`src/hdl/rp_analog_pkg.sv`:
```
/*
 * shared widths, counts and sample-pair types of the analog glue
 * everything here runs on adc_clk; no clock domain is implied by a type
 * sample pairs put channel A in the upper half of the packed word
 */

package rp_analog_pkg;

  ////////////////////
  // widths and counts
  ////////////////////

  localparam int ADC_W     = 16;             // raw ADC sample, signed
  localparam int DAC_W     = 14;             // DAC sample and converter code
  localparam int ADC_SHIFT = ADC_W - DAC_W;  // DAC to ADC scale in loopback
  localparam int EXP_W     = 8;              // pins per expansion row

  // data-path reset length after lock
  localparam int RST_MAX   = 64;
  localparam int RST_CNT_W = 7;  // holds RST_MAX

  // code for a zero sample, offset binary with negative slope
  localparam logic [DAC_W-1:0] DAC_ZERO_CODE = 14'h1FFF;

  ////////////////////
  // sample pairs
  ////////////////////

  typedef struct packed {
    logic signed [ADC_W-1:0] cha;  // channel A
    logic signed [ADC_W-1:0] chb;  // channel B
  } adc_pair_t;

  typedef struct packed {
    logic signed [DAC_W-1:0] cha;
    logic signed [DAC_W-1:0] chb;
  } dac_pair_t;

  // converter codes, unsigned
  typedef struct packed {
    logic [DAC_W-1:0] cha;
    logic [DAC_W-1:0] chb;
  } code_pair_t;

  // digital loop select
  typedef struct packed {
    logic adc_loop;  // DAC samples back into the ADC stream
    logic dac_loop;  // raw ADC samples straight to the DAC
  } loop_sel_t;

endpackage

```
`src/hdl/adc_stream_sel.sv`:
```
/*
 * ADC stream selector, purely combinational
 * in ADC loop the DAC samples come back scaled by 4 and valid is forced high
 */

`timescale 1ns/1ps

module adc_stream_sel import rp_analog_pkg::*; (
  input  adc_pair_t adc_raw_i,     // deserialized ADC samples
  input  logic      adc_raw_dv_i,  // raw sample strobe
  input  dac_pair_t dac_sat_i,     // saturated DAC sums
  input  logic      adc_loop_i,    // 1 selects DAC feedback
  output adc_pair_t adc_dat_o,
  output logic      adc_dv_o
);

  // DAC sample to ADC scale, low bits filled with zeros
  function automatic logic signed [ADC_W-1:0] dac_to_adc(
    input logic signed [DAC_W-1:0] dac
  );
    dac_to_adc = {dac, {ADC_SHIFT{1'b0}}};  // sign kept, times 4
  endfunction

  ////////////////////
  // stream select
  ////////////////////

  always_comb begin
    if (adc_loop_i) begin
      adc_dat_o.cha = dac_to_adc(dac_sat_i.cha);
      adc_dat_o.chb = dac_to_adc(dac_sat_i.chb);
      adc_dv_o      = 1'b1;  // feedback is always valid
    end else begin
      adc_dat_o     = adc_raw_i;
      adc_dv_o      = adc_raw_dv_i;
    end
  end

endmodule

```
`src/hdl/analog_top.sv`:
```
/*
 * analog glue top level, single clock adc_clk
 * rst_n_i only feeds the lock sequencer, the data path runs on its reset
 * DAC channel A leaves on port A, no cross wiring
 */

`timescale 1ns/1ps

module analog_top import rp_analog_pkg::*; (
  input  logic             adc_clk,
  input  logic             rst_n_i,
  input  logic             pll_lock_i,
  // ADC
  input  adc_pair_t        adc_raw_i,
  input  logic             adc_raw_dv_i,
  // generator and controller
  input  dac_pair_t        asg_dat_i,
  input  dac_pair_t        pid_dat_i,
  input  loop_sel_t        loop_sel_i,
  // triggers and expansion row
  input  logic             trig_scope_i,
  input  logic             trig_asg_i,
  input  logic             trig_out_sel_i,
  input  logic             trig_out_en_i,
  input  logic [EXP_W-1:0] exp_n_dat_i,
  input  logic [EXP_W-1:0] exp_n_dir_i,
  // outputs
  output logic             dp_rst_n_o,
  output adc_pair_t        adc_dat_o,
  output logic             adc_dv_o,
  output code_pair_t       dac_code_o,
  output logic             trig_out_o,
  output logic [EXP_W-1:0] exp_n_out_o,
  output logic [EXP_W-1:0] exp_n_oe_o
);

  logic      dp_rst_n;  // data-path reset
  dac_pair_t dac_sat;   // saturated sums, fed back in ADC loop

  assign dp_rst_n_o = dp_rst_n;

  ////////////////////
  // reset and data path
  ////////////////////

  lock_reset_gen i_rst_gen (
    .adc_clk    (adc_clk   ),
    .rst_n_i    (rst_n_i   ),
    .pll_lock_i (pll_lock_i),
    .dp_rst_n_o (dp_rst_n  )
  );

  adc_stream_sel i_adc_sel (
    .adc_raw_i    (adc_raw_i          ),
    .adc_raw_dv_i (adc_raw_dv_i       ),
    .dac_sat_i    (dac_sat            ),
    .adc_loop_i   (loop_sel_i.adc_loop),
    .adc_dat_o    (adc_dat_o          ),
    .adc_dv_o     (adc_dv_o           )
  );

  dac_output_stage i_dac_out (
    .adc_clk    (adc_clk            ),
    .dp_rst_n_i (dp_rst_n           ),
    .asg_dat_i  (asg_dat_i          ),
    .pid_dat_i  (pid_dat_i          ),
    .adc_raw_i  (adc_raw_i          ),
    .dac_loop_i (loop_sel_i.dac_loop),
    .dac_sat_o  (dac_sat            ),
    .dac_code_o (dac_code_o         )
  );

  // expansion row, no reset needed
  exp_pin_mux i_exp_mux (
    .trig_scope_i   (trig_scope_i  ),
    .trig_asg_i     (trig_asg_i    ),
    .trig_out_sel_i (trig_out_sel_i),
    .trig_out_en_i  (trig_out_en_i ),
    .exp_n_dat_i    (exp_n_dat_i   ),
    .exp_n_dir_i    (exp_n_dir_i   ),
    .trig_out_o     (trig_out_o    ),
    .exp_n_out_o    (exp_n_out_o   ),
    .exp_n_oe_o     (exp_n_oe_o    )
  );

endmodule

```
`src/hdl/dac_output_stage.sv`:
```
/*
 * DAC output stage for both channels
 * generator plus controller sum, saturated to 14 bits
 * code is offset binary with negative slope, one register stage
 * DAC loop sends the top 14 raw ADC bits unconverted
 */

`timescale 1ns/1ps

module dac_output_stage import rp_analog_pkg::*; (
  input  logic       adc_clk,
  input  logic       dp_rst_n_i,  // data-path reset, active low
  input  dac_pair_t  asg_dat_i,   // generator samples
  input  dac_pair_t  pid_dat_i,   // controller samples
  input  adc_pair_t  adc_raw_i,   // raw ADC samples for DAC loop
  input  logic       dac_loop_i,  // 1 bypasses the sum
  output dac_pair_t  dac_sat_o,   // saturated sums, combinational
  output code_pair_t dac_code_o   // registered converter codes
);

  code_pair_t code_nxt;

  // add two samples, clamp to the 14 bit range
  function automatic logic signed [DAC_W-1:0] sat_sum(
    input logic signed [DAC_W-1:0] a,
    input logic signed [DAC_W-1:0] b
  );
    logic signed [DAC_W:0] sum;  // one guard bit
    sum = a + b;
    if (sum[DAC_W] ^ sum[DAC_W-1])  // overflow, top bits differ
      sat_sum = {sum[DAC_W], {(DAC_W-1){~sum[DAC_W]}}};
    else
      sat_sum = sum[DAC_W-1:0];
  endfunction

  // two's complement to offset binary, negative slope
  function automatic logic [DAC_W-1:0] to_code(
    input logic signed [DAC_W-1:0] s
  );
    to_code = {s[DAC_W-1], ~s[DAC_W-2:0]};  // sign kept, rest inverted
  endfunction

  ////////////////////
  // sum and saturation
  ////////////////////

  assign dac_sat_o.cha = sat_sum(asg_dat_i.cha, pid_dat_i.cha);
  assign dac_sat_o.chb = sat_sum(asg_dat_i.chb, pid_dat_i.chb);

  // code or raw ADC loopback
  always_comb begin
    if (dac_loop_i) begin
      code_nxt.cha = adc_raw_i.cha[ADC_W-1 -: DAC_W];  // no conversion
      code_nxt.chb = adc_raw_i.chb[ADC_W-1 -: DAC_W];
    end else begin
      code_nxt.cha = to_code(dac_sat_o.cha);
      code_nxt.chb = to_code(dac_sat_o.chb);
    end
  end

  ////////////////////
  // output register
  ////////////////////

  always_ff @(posedge adc_clk or negedge dp_rst_n_i) begin
    if (!dp_rst_n_i) begin
      dac_code_o.cha <= DAC_ZERO_CODE;  // mid scale while in reset
      dac_code_o.chb <= DAC_ZERO_CODE;
    end else begin
      dac_code_o <= code_nxt;
    end
  end

endmodule

```
`src/hdl/exp_pin_mux.sv`:
```
/*
 * trigger output on the N row of the expansion connector
 * only pin 0 has an alternate function, combinational
 */

`timescale 1ns/1ps

module exp_pin_mux import rp_analog_pkg::*; (
  input  logic             trig_scope_i,    // scope trigger pulse
  input  logic             trig_asg_i,      // generator trigger pulse
  input  logic             trig_out_sel_i,  // 1 selects the generator trigger
  input  logic             trig_out_en_i,   // 1 takes over pin 0
  input  logic [EXP_W-1:0] exp_n_dat_i,     // housekeeping value
  input  logic [EXP_W-1:0] exp_n_dir_i,     // housekeeping dir, 1 = output
  output logic             trig_out_o,
  output logic [EXP_W-1:0] exp_n_out_o,
  output logic [EXP_W-1:0] exp_n_oe_o
);

  assign trig_out_o = trig_out_sel_i ? trig_asg_i : trig_scope_i;

  ////////////////////
  // alternate function
  ////////////////////

  // upper pins always follow housekeeping
  assign exp_n_out_o = {exp_n_dat_i[EXP_W-1:1],
                        trig_out_en_i ? trig_out_o : exp_n_dat_i[0]};  // pin 0 carries trigger
  assign exp_n_oe_o  = {exp_n_dir_i[EXP_W-1:1],
                        trig_out_en_i | exp_n_dir_i[0]};  // trigger pin always drives

endmodule

```
`src/hdl/lock_reset_gen.sv`:
```
/*
 * data-path reset after PLL lock
 * pll_lock_i is taken as already synchronous to adc_clk
 * losing lock aborts a running sequence, the next lock edge restarts it
 */

`timescale 1ns/1ps

module lock_reset_gen import rp_analog_pkg::*; (
  input  logic adc_clk,
  input  logic rst_n_i,     // async, active low
  input  logic pll_lock_i,  // PLL lock level
  output logic dp_rst_n_o   // data-path reset, active low, registered
);

  logic                 lock_q;   // lock, one cycle old
  logic                 lock_rise;
  logic [RST_CNT_W-1:0] rst_cnt;  // nonzero while the sequence runs

  assign lock_rise = pll_lock_i & ~lock_q;

  ////////////////////
  // lock edge and counter
  ////////////////////

  always_ff @(posedge adc_clk or negedge rst_n_i) begin
    if (!rst_n_i) begin
      lock_q  <= 1'b0;  // so a lock already high counts as an edge
      rst_cnt <= '0;
    end else begin
      lock_q <= pll_lock_i;
      if (!pll_lock_i) begin
        rst_cnt <= '0;  // lock lost, sequence aborted
      end else if (lock_rise || (rst_cnt != '0)) begin
        if (rst_cnt < RST_CNT_W'(RST_MAX))
          rst_cnt <= rst_cnt + 1'b1;
        else
          rst_cnt <= '0;  // wrap after RST_MAX
      end
    end
  end

  // output register, low during reset and while counting
  always_ff @(posedge adc_clk or negedge rst_n_i) begin
    if (!rst_n_i)
      dp_rst_n_o <= 1'b0;
    else
      dp_rst_n_o <= (rst_cnt == '0);
  end

endmodule

```
`config.mk`:
```
export PLATFORM = sky130hd
export DESIGN_NAME = analog_top
export DESIGN_NICKNAME = d
export VERILOG_FILES = /design/src/hdl/rp_analog_pkg.sv /design/src/hdl/adc_stream_sel.sv /design/src/hdl/analog_top.sv /design/src/hdl/dac_output_stage.sv /design/src/hdl/exp_pin_mux.sv /design/src/hdl/lock_reset_gen.sv
export SDC_FILE = /design/constraint.sdc
export NUM_CORES = 1
export LEC_CHECK = 0
export BUFFER_PORTS_ARGS = -buffer_cell sky130_fd_sc_hd__buf_2
export CAP_MARGIN = 0
export CORE_MARGIN = 2
export CORE_UTILIZATION = 50
export DETAILED_ROUTE_END_ITERATION = 8
export HOLD_SLACK_MARGIN = 0.08
export PLACE_DENSITY = 0.88
export SYNTH_ARGS = -nofsm -noshare
export SYNTH_HDL_FRONTEND = slang
export SYNTH_SLANG_ARGS = --single-unit
```
`constraint.sdc`:
```
create_clock -name adc_clk -period 6.1 [get_ports adc_clk]
set_input_delay 0.305 -clock adc_clk [delete_from_list [all_inputs] [get_ports adc_clk]]
set_output_delay 0.305 -clock adc_clk [all_outputs]
set_load 0.05 [all_outputs]
```
==> results.py, run 1 <==
metrics = {
    "run_status": {
        "outcome": "completed",
    },
    "routing": {
        "ant_nets": 0,
        "drt_first_pass_iters": 4,
        "drc": 0,
        "wire_per_inst_microns": 14.7,
        "drt-total-wl_mm": 9.87,
        "drt_iter0_drc": 158,
        "vias": 3706,
        "viasPerCell": 5.54,
    },
    "cells_and_area": {
        "drive_gt1_share_pct": 42.1,
        "nets": 717,
        "area_growth_pct": 24.1,
        "finalNonFillerCells": 669,
        "final_cell_area_sq_um": 4530,
        "n_antenna_cell": 0,
    },
    "sta": {
        "finalSetupViolations": 0,
        "setup_slack_ns": 1.99,
        "slew_viol_final": 0,
        "fin_tns_setup_ns": 0,
        "finClkSkew_ns": 0.00307,
        "worstMarginPinSlew_ns": 0.803,
        "finalHoldViolations": 0,
        "relSlewSlack_pct": 46.5,
        "fmax_mhz": 243,
        "grt_setup_unrepaired": "false",
        "period_needed_ns": 4.11,
        "period_share_pct": 67.4,
    },
    "synth": {
        "synthTopCellsByCount": "34 x a21oi_1, 32 x ha_1, 30 x nand2_1",
        "yosys.area.top_type": "dfstp_2",
        "synth-edff-count": 0,
        "synth_seq_cells": 37,
        "synth_nets": 574,
        "synth_area_leaders": "dfstp_2 19%, ha_1 11%, dfrtp_1 7.5%",
        "yosysWarnings": 0,
        "ys.flop_type": "dfstp_2",
        "synth_area_per_cell_sq_um": 8.57,
        "yosysSeqAreaShare_pct": 26.3,
        "synthCells": 426,
        "synth_top_area_share_pct": 18.7,
        "async_flop_share_pct": 100,
        "synth_cell_types": 63,
        "synth_area_sq_um": 3650,
        "synth_most_common_cell": "a21oi_1",
    },
    "power": {
        "p_per_area_nw_per_um2": 288,
        "p_total_mw": 1.30,
        "peakVddDrop_v": 0.000139,
        "p_leak_nw": 2.22,
    },
    "global_route": {
        "grt_pass1_wl_mm": 14.7,
        "grt_start_max_net_pins": 49,
        "gr-total-overflow": 0,
        "grt_usage_pct": 23.3,
        "grt_pass1_vias": 3395,
        "antenna_found_initial": 0,
    },
    "worst_hold_path": {
        "hold_path.class": "input pin to flop",
    },
    "die": {
        "die_h_microns": 89.4,
        "die_w_microns": 89.4,
        "core_area_sq_um": 7180,
        "design.die.area_sq_um": 8000,
        "start_util_pct": 50.9,
        "io-pin-count": 193,
        "fp-row-count": 31,
    },
    "clock_network": {
        "root_buffer": "clkbuf_8",
        "cts_tree": "done",
        "htree_levels": 2,
        "clk_latency_ns": 0.29,
        "clk_pin_slew_ns": 0.07,
        "cts_hold_buf": 1,
        "clock_sinks": 37,
        "cts.path.max_buffers": 2,
        "cts_buffers": 5,
        "post_cts_resized": 0,
        "cts_setup_buffers": 0,
    },
    "critical_path": {
        "path_max_fanout": 18,
        "max_stage_delay_ns": 0.59,
        "start_kind": "input pin",
        "worst-setup-path-type": "input pin to output port",
        "cp_slowest_cell": "ha_1",
        "worstPathArrival_ns": 3.81,
        "crit_chain": "buf_2 -> ha_1 -> a21o_1 -> a21o_1 -> a21oi_1 -> a311oi_1 -> a21o_1 -> a21oi_1 -> xnor2_1 -> ha_1 -> nand2_1 -> a21oi_4 -> o31a_1 -> buf_2",
        "worstSetupEndpointType": "output port",
        "crit_top_cell": "a21o_1",
        "required_ns": 5.79,
    },
    "placed_design": {
        "place_area_sq_um": 4430,
        "port_buffers": 164,
        "placed_cells": 660,
        "hpwlAfterDp_mm": 7.94,
        "pre_cts_slack_ns": 2.01,
        "gp_congestion": 0.863,
    },
    "job": {
        "cap_violations": 0,
    },
}
[layer usage]
metal	track usage [%]	up-vias	wire, microns
met3	3.60	26	616
met2	41.0	144	4960
met5	0	-	0
met4	10.3	0	282
met1	28.0	1724	4010
li1	-	1812	-
[stage by stage]
stage / hold WS (ns) / util, %
after floorplan: 0.00941 / -
after global placement: 0.163 / 61.7
after detailed placement: 0.164 / 61.7
after CTS: 0.137 / 63.1
after global routing: 0.141 / 63.1
final: 0.147 / 63.1
[area by class of cell]
class                           count  area, sq um
Fill cell                         627         2650
Multi-Input combinational cell    337         2430
Sequential cell                    37          958
Timing Repair Buffer              167          846
Tap cell                           99          124
Clock buffer                        7         86.3
Inverter                           21         78.8
Clock inverter                      1         7.51
[kinds of logic after synthesis]
group / share of synthesized area [%]
adder cells (fa/ha/maj): 12.4
AND/OR/NAND/NOR: 20.7
flip-flops: 26.3
XOR/XNOR: 5.04
buffers and inverters: 7.20
multiplexers: 1.65
AO/OA/AOI/OAI: 26.8
[where the power goes]
group	switching [mW]	leakage, nW	internal [mW]	total (mW)
Clock	0.0900	0.0445	0.0918	0.182
Combinational	0.560	1.76	0.226	0.786
Sequential	0.0146	0.416	0.322	0.337
Total	0.664	2.22	0.640	1.30
[worst paths after layout]
check / start / endpoint / slack (ns) / cells after the start
setup / recovery: asg_dat_i[6] / adc_dat_o[5] / 1.99 / 14
hold / removal: pll_lock_i / i_rst_gen.lock_q$_DFF_PN0_ / 0.15 / 1
setup reg to reg: i_rst_gen.rst_cnt[0]$_DFFE_PN0P_ / i_rst_gen.rst_cnt[2]$_DFFE_PN0P_ / 4.05 / 8
hold reg to reg: i_rst_gen.dp_rst_n_o$_DFF_PN0_ / i_dac_out.dac_code_o[13]$_DFF_PN0_ / 0.25 / 1
max in group asynchronous: rst_n_i / i_rst_gen.rst_cnt[4]$_DFFE_PN0P_ / 5.53 / 2
min in group asynchronous: i_rst_gen.dp_rst_n_o$_DFF_PN0_ / i_dac_out.dac_code_o[13]$_DFF_PN0_ / 0.25 / 1
[placed cells by master (no fill, tap or decap), drive strengths merged, types with 4 or more instances in the layout]
cell and count:
inv 21, dfrtp 11, o21ai 20, nand2b 9, nor3 12, nand2 31
nor2b 27, clkbuf 7, buf 166, a31o 10, mux2 5, xor2 12
o31a 10, nor2 23, a21oi 38, a21o 15, nand3 4, xnor2 9
dfstp 26, ha 32, nand4 5, or2 12, o221ai 4, o31ai 11
[registers in the layout, indices dropped and copies added, names as in the netlist]
signal	flops
i_rst_gen.rst_cnt	7
i_rst_gen.lock_q	1
i_dac_out.dac_code_o	28
i_rst_gen.dp_rst_n_o	1
[worst max-delay path, delay by kind of cell]
family          cells  cell delay, ns
compound gates      8            1.83
fa+ha+maj           2            0.97
simple gates        1            0.22
buf+inv             2            0.36
xor+xnor            1            0.11
No activity file was read; power rests on OpenSTA's default activity.
==> run 2: changes to the inputs <==
Settings changed: ABC_AREA from default to 1, CORE_UTILIZATION 50 to 43, PLACE_DENSITY 0.88 to 0.79.
Clock period 6.1 ns to 3.5 ns, I/O delays scaled along.
==> results.py, run 2 <==
metrics = {
    "routing": {
        "viasPerCell": 5.05,
        "drc": 0,
        "ant_nets": 0,
        "wire_per_inst_microns": 13.2,
        "drt-total-wl_mm": 11.5,
        "drt_first_pass_iters": 4,
        "vias": 4380,
        "drt_iter0_drc": 168,
    },
    "critical_path": {
        "path_buf_inv": 4,
        "crit_chain": "buf_2 -> ha_1 -> inv_1 -> fa_1 -> o21ai_2 -> nand2_1 -> nand2_1 -> nand2_1 -> nand3_1 -> nand2_1 -> ha_1 -> inv_1 -> nand3_1 -> nand2_1 -> nand2_1 -> nand2_1 -> buf_2",
        "worstPathArrival_ns": 3.04,
        "worstSetupEndpointType": "output port",
        "crit_top_cell": "nand2_1",
        "path_max_fanout": 8,
        "start_kind": "input pin",
        "cp_slowest_cell": "fa_1",
        "max_stage_delay_ns": 0.41,
        "worst-setup-path-type": "input pin to output port",
        "required_ns": 3.32,
        "crit_family": "adder cells",
    },
    "sta": {
        "finalSetupViolations": 0,
        "slew_viol_final": 0,
        "grt_setup_unrepaired": "false",
        "relSlewSlack_pct": 46.0,
        "finClkSkew_ns": 0.00163,
        "fmax_mhz": 311,
        "whs_ns": 0.0886,
        "period_share_pct": 92.0,
        "worstMarginPinSlew_ns": 0.805,
        "finalHoldViolations": 0,
        "setup_slack_ns": 0.281,
        "fin_tns_setup_ns": 0,
        "period_needed_ns": 3.22,
    },
    "power": {
        "p_leak_nw": 2.82,
        "seqPwrFrac_pct": 24.0,
        "intPower_mw": 1.17,
        "peakVddDrop_v": 0.000180,
        "p_total_mw": 2.44,
        "p_switching_mw": 1.27,
        "p_per_area_nw_per_um2": 500,
        "power_frac_clock_pct": 16.1,
        "combPwrFrac_pct": 59.9,
        "netSwitchingFraction_pct": 52.0,
    },
    "cells_and_area": {
        "nFillCells": 872,
        "largest_reg_flops": 28,
        "top_regs": "i_dac_out.dac_code_o: 28 flops, i_rst_gen.rst_cnt: 7 flops",
        "final_common_cell": "nand2_1",
        "n_antenna_cell": 0,
        "final_util_pct": 55.3,
        "nets": 907,
        "mostFrequentLayoutCells": "222 x nand2_1, 164 x buf_2, 61 x inv_1",
        "regMostFlops": "i_dac_out.dac_code_o",
        "final_cell_area_sq_um": 4870,
        "finalNonFillerCells": 868,
        "drive_gt1_share_pct": 31.2,
        "area_growth_pct": 23.7,
    },
    "synth": {
        "synth_area_leaders": "nand2_1 21%, dfstp_2 17%, ha_1 10%",
        "synth_top_area_share_pct": 21.2,
        "synth_area_sq_um": 3940,
        "synth-edff-count": 0,
        "synthCells": 610,
        "synth_seq_cells": 37,
        "yosys.area.top_type": "nand2_1",
        "synth_nets": 758,
        "async_flop_share_pct": 100,
        "yosysWarnings": 0,
        "yosysSeqAreaShare_pct": 24.3,
        "synthTopCellsByCount": "222 x nand2_1, 61 x inv_1, 59 x nor2_1",
        "synth_area_per_cell_sq_um": 6.45,
        "synth_cell_types": 40,
        "ys.flop_type": "dfstp_2",
        "synth_most_common_cell": "nand2_1",
    },
    "run_status": {
        "outcome": "completed",
    },
    "placed_design": {
        "place_area_sq_um": 4730,
        "placed_cells": 858,
        "port_buffers": 164,
        "gp_congestion": 0.990,
        "pre_cts_slack_ns": 0.362,
        "hpwlAfterDp_mm": 9.38,
    },
    "clock_network": {
        "cts_tree": "done",
        "clock_sinks": 37,
        "cts_setup_buffers": 0,
        "htree_levels": 2,
        "clk_latency_ns": 0.29,
        "root_buffer": "clkbuf_8",
        "cts_buffers": 5,
        "cts.path.max_buffers": 2,
        "clk_pin_slew_ns": 0.08,
        "post_cts_resized": 0,
    },
    "global_route": {
        "gr-total-overflow": 0,
        "grt_pass1_wl_mm": 18.9,
        "antenna_found_initial": 0,
        "grt_usage_pct": 23.2,
        "grt_start_max_net_pins": 29,
        "grt_pass1_vias": 4276,
    },
    "die": {
        "die_w_microns": 99.7,
        "core_area_sq_um": 8810,
        "start_util_pct": 44.7,
        "die_h_microns": 99.7,
        "io-pin-count": 193,
        "design.die.area_sq_um": 9940,
        "fp-row-count": 34,
    },
    "worst_hold_path": {
        "hold_path.class": "input pin to flop",
    },
    "job": {
        "cap_violations": 0,
    },
}
[run 2: cell type report]
type,count,area [sq um],area share [%]
flip-flops and latches,37,958,19.7
clock buffers,6,82.6,1.69
clock inverters,2,37.5,0.770
multi-input cells,482,2550,52.4
well taps,108,135,2.77
repair buffers,169,863,17.7
inverters,64,240,4.93
[run 2: cell families after synthesis]
group           after synthesis  synth area share (%)
buf+inv                      91                  10.8
flops                        37                  24.3
mux                           1                 0.286
fa+ha+maj                    34                  11.2
simple gates                363                  39.7
compound gates               71                  10.9
xor+xnor                     13                  2.89
[run 2: power groups by stage]
stage          logic (mW)  registers (mW)  clock network (mW)
2_1_floorplan       0.876           0.903                   0
3_3_place_gp         1.44           0.590                   0
3_5_place_dp         1.46           0.593                   0
4_1_cts              1.46           0.585               0.401
5_1_grt              1.59           0.593               0.418
6_report             1.46           0.585               0.392
[run 2: layer usage]
layer	global-route usage, %	vias to the layer above	share of wire, %
met1	26.4	1943	40
met3	2.81	34	6.7
met5	0	-	0
li1	-	2224	-
met4	7.17	0	2.1
met2	44.5	179	51
[run 2: worst paths after layout]
path,startpoint,to,slack [ns],cells past startpoint
max,asg_dat_i[0],adc_dat_o[14],0.28,17
min,adc_raw_i[8],i_dac_out.dac_code_o[6]$_DFF_PN1_,0.09,3
max reg2reg,i_rst_gen.rst_cnt[0]$_DFFE_PN0P_,i_rst_gen.rst_cnt[0]$_DFFE_PN0P_,2.07,7
min reg2reg,i_rst_gen.dp_rst_n_o$_DFF_PN0_,i_dac_out.dac_code_o[13]$_DFF_PN0_,0.27,1
max in group asynchronous,i_rst_gen.dp_rst_n_o$_DFF_PN0_,i_dac_out.dac_code_o[2]$_DFF_PN1_,2.93,1
min in group asynchronous,rst_n_i,i_rst_gen.rst_cnt[0]$_DFFE_PN0P_,0.27,2
[run 2: repair_timing]
| action | 4_1_cts | 5_1_grt |
|---|---|---|
| endpoints found under the hold margin | 10 | 0 |
| hold buffers | 2 | 0 |
| setup endpoints to repair | 0 | 0 |
[run 2: worst register-to-register path, delay by kind of cell, from the launching register on]
kind            cells  cell delay (ns)
flops               1             0.40
simple gates        3             0.40
buf+inv             2             0.24
fa+ha+maj           1             0.16
compound gates      1             0.10
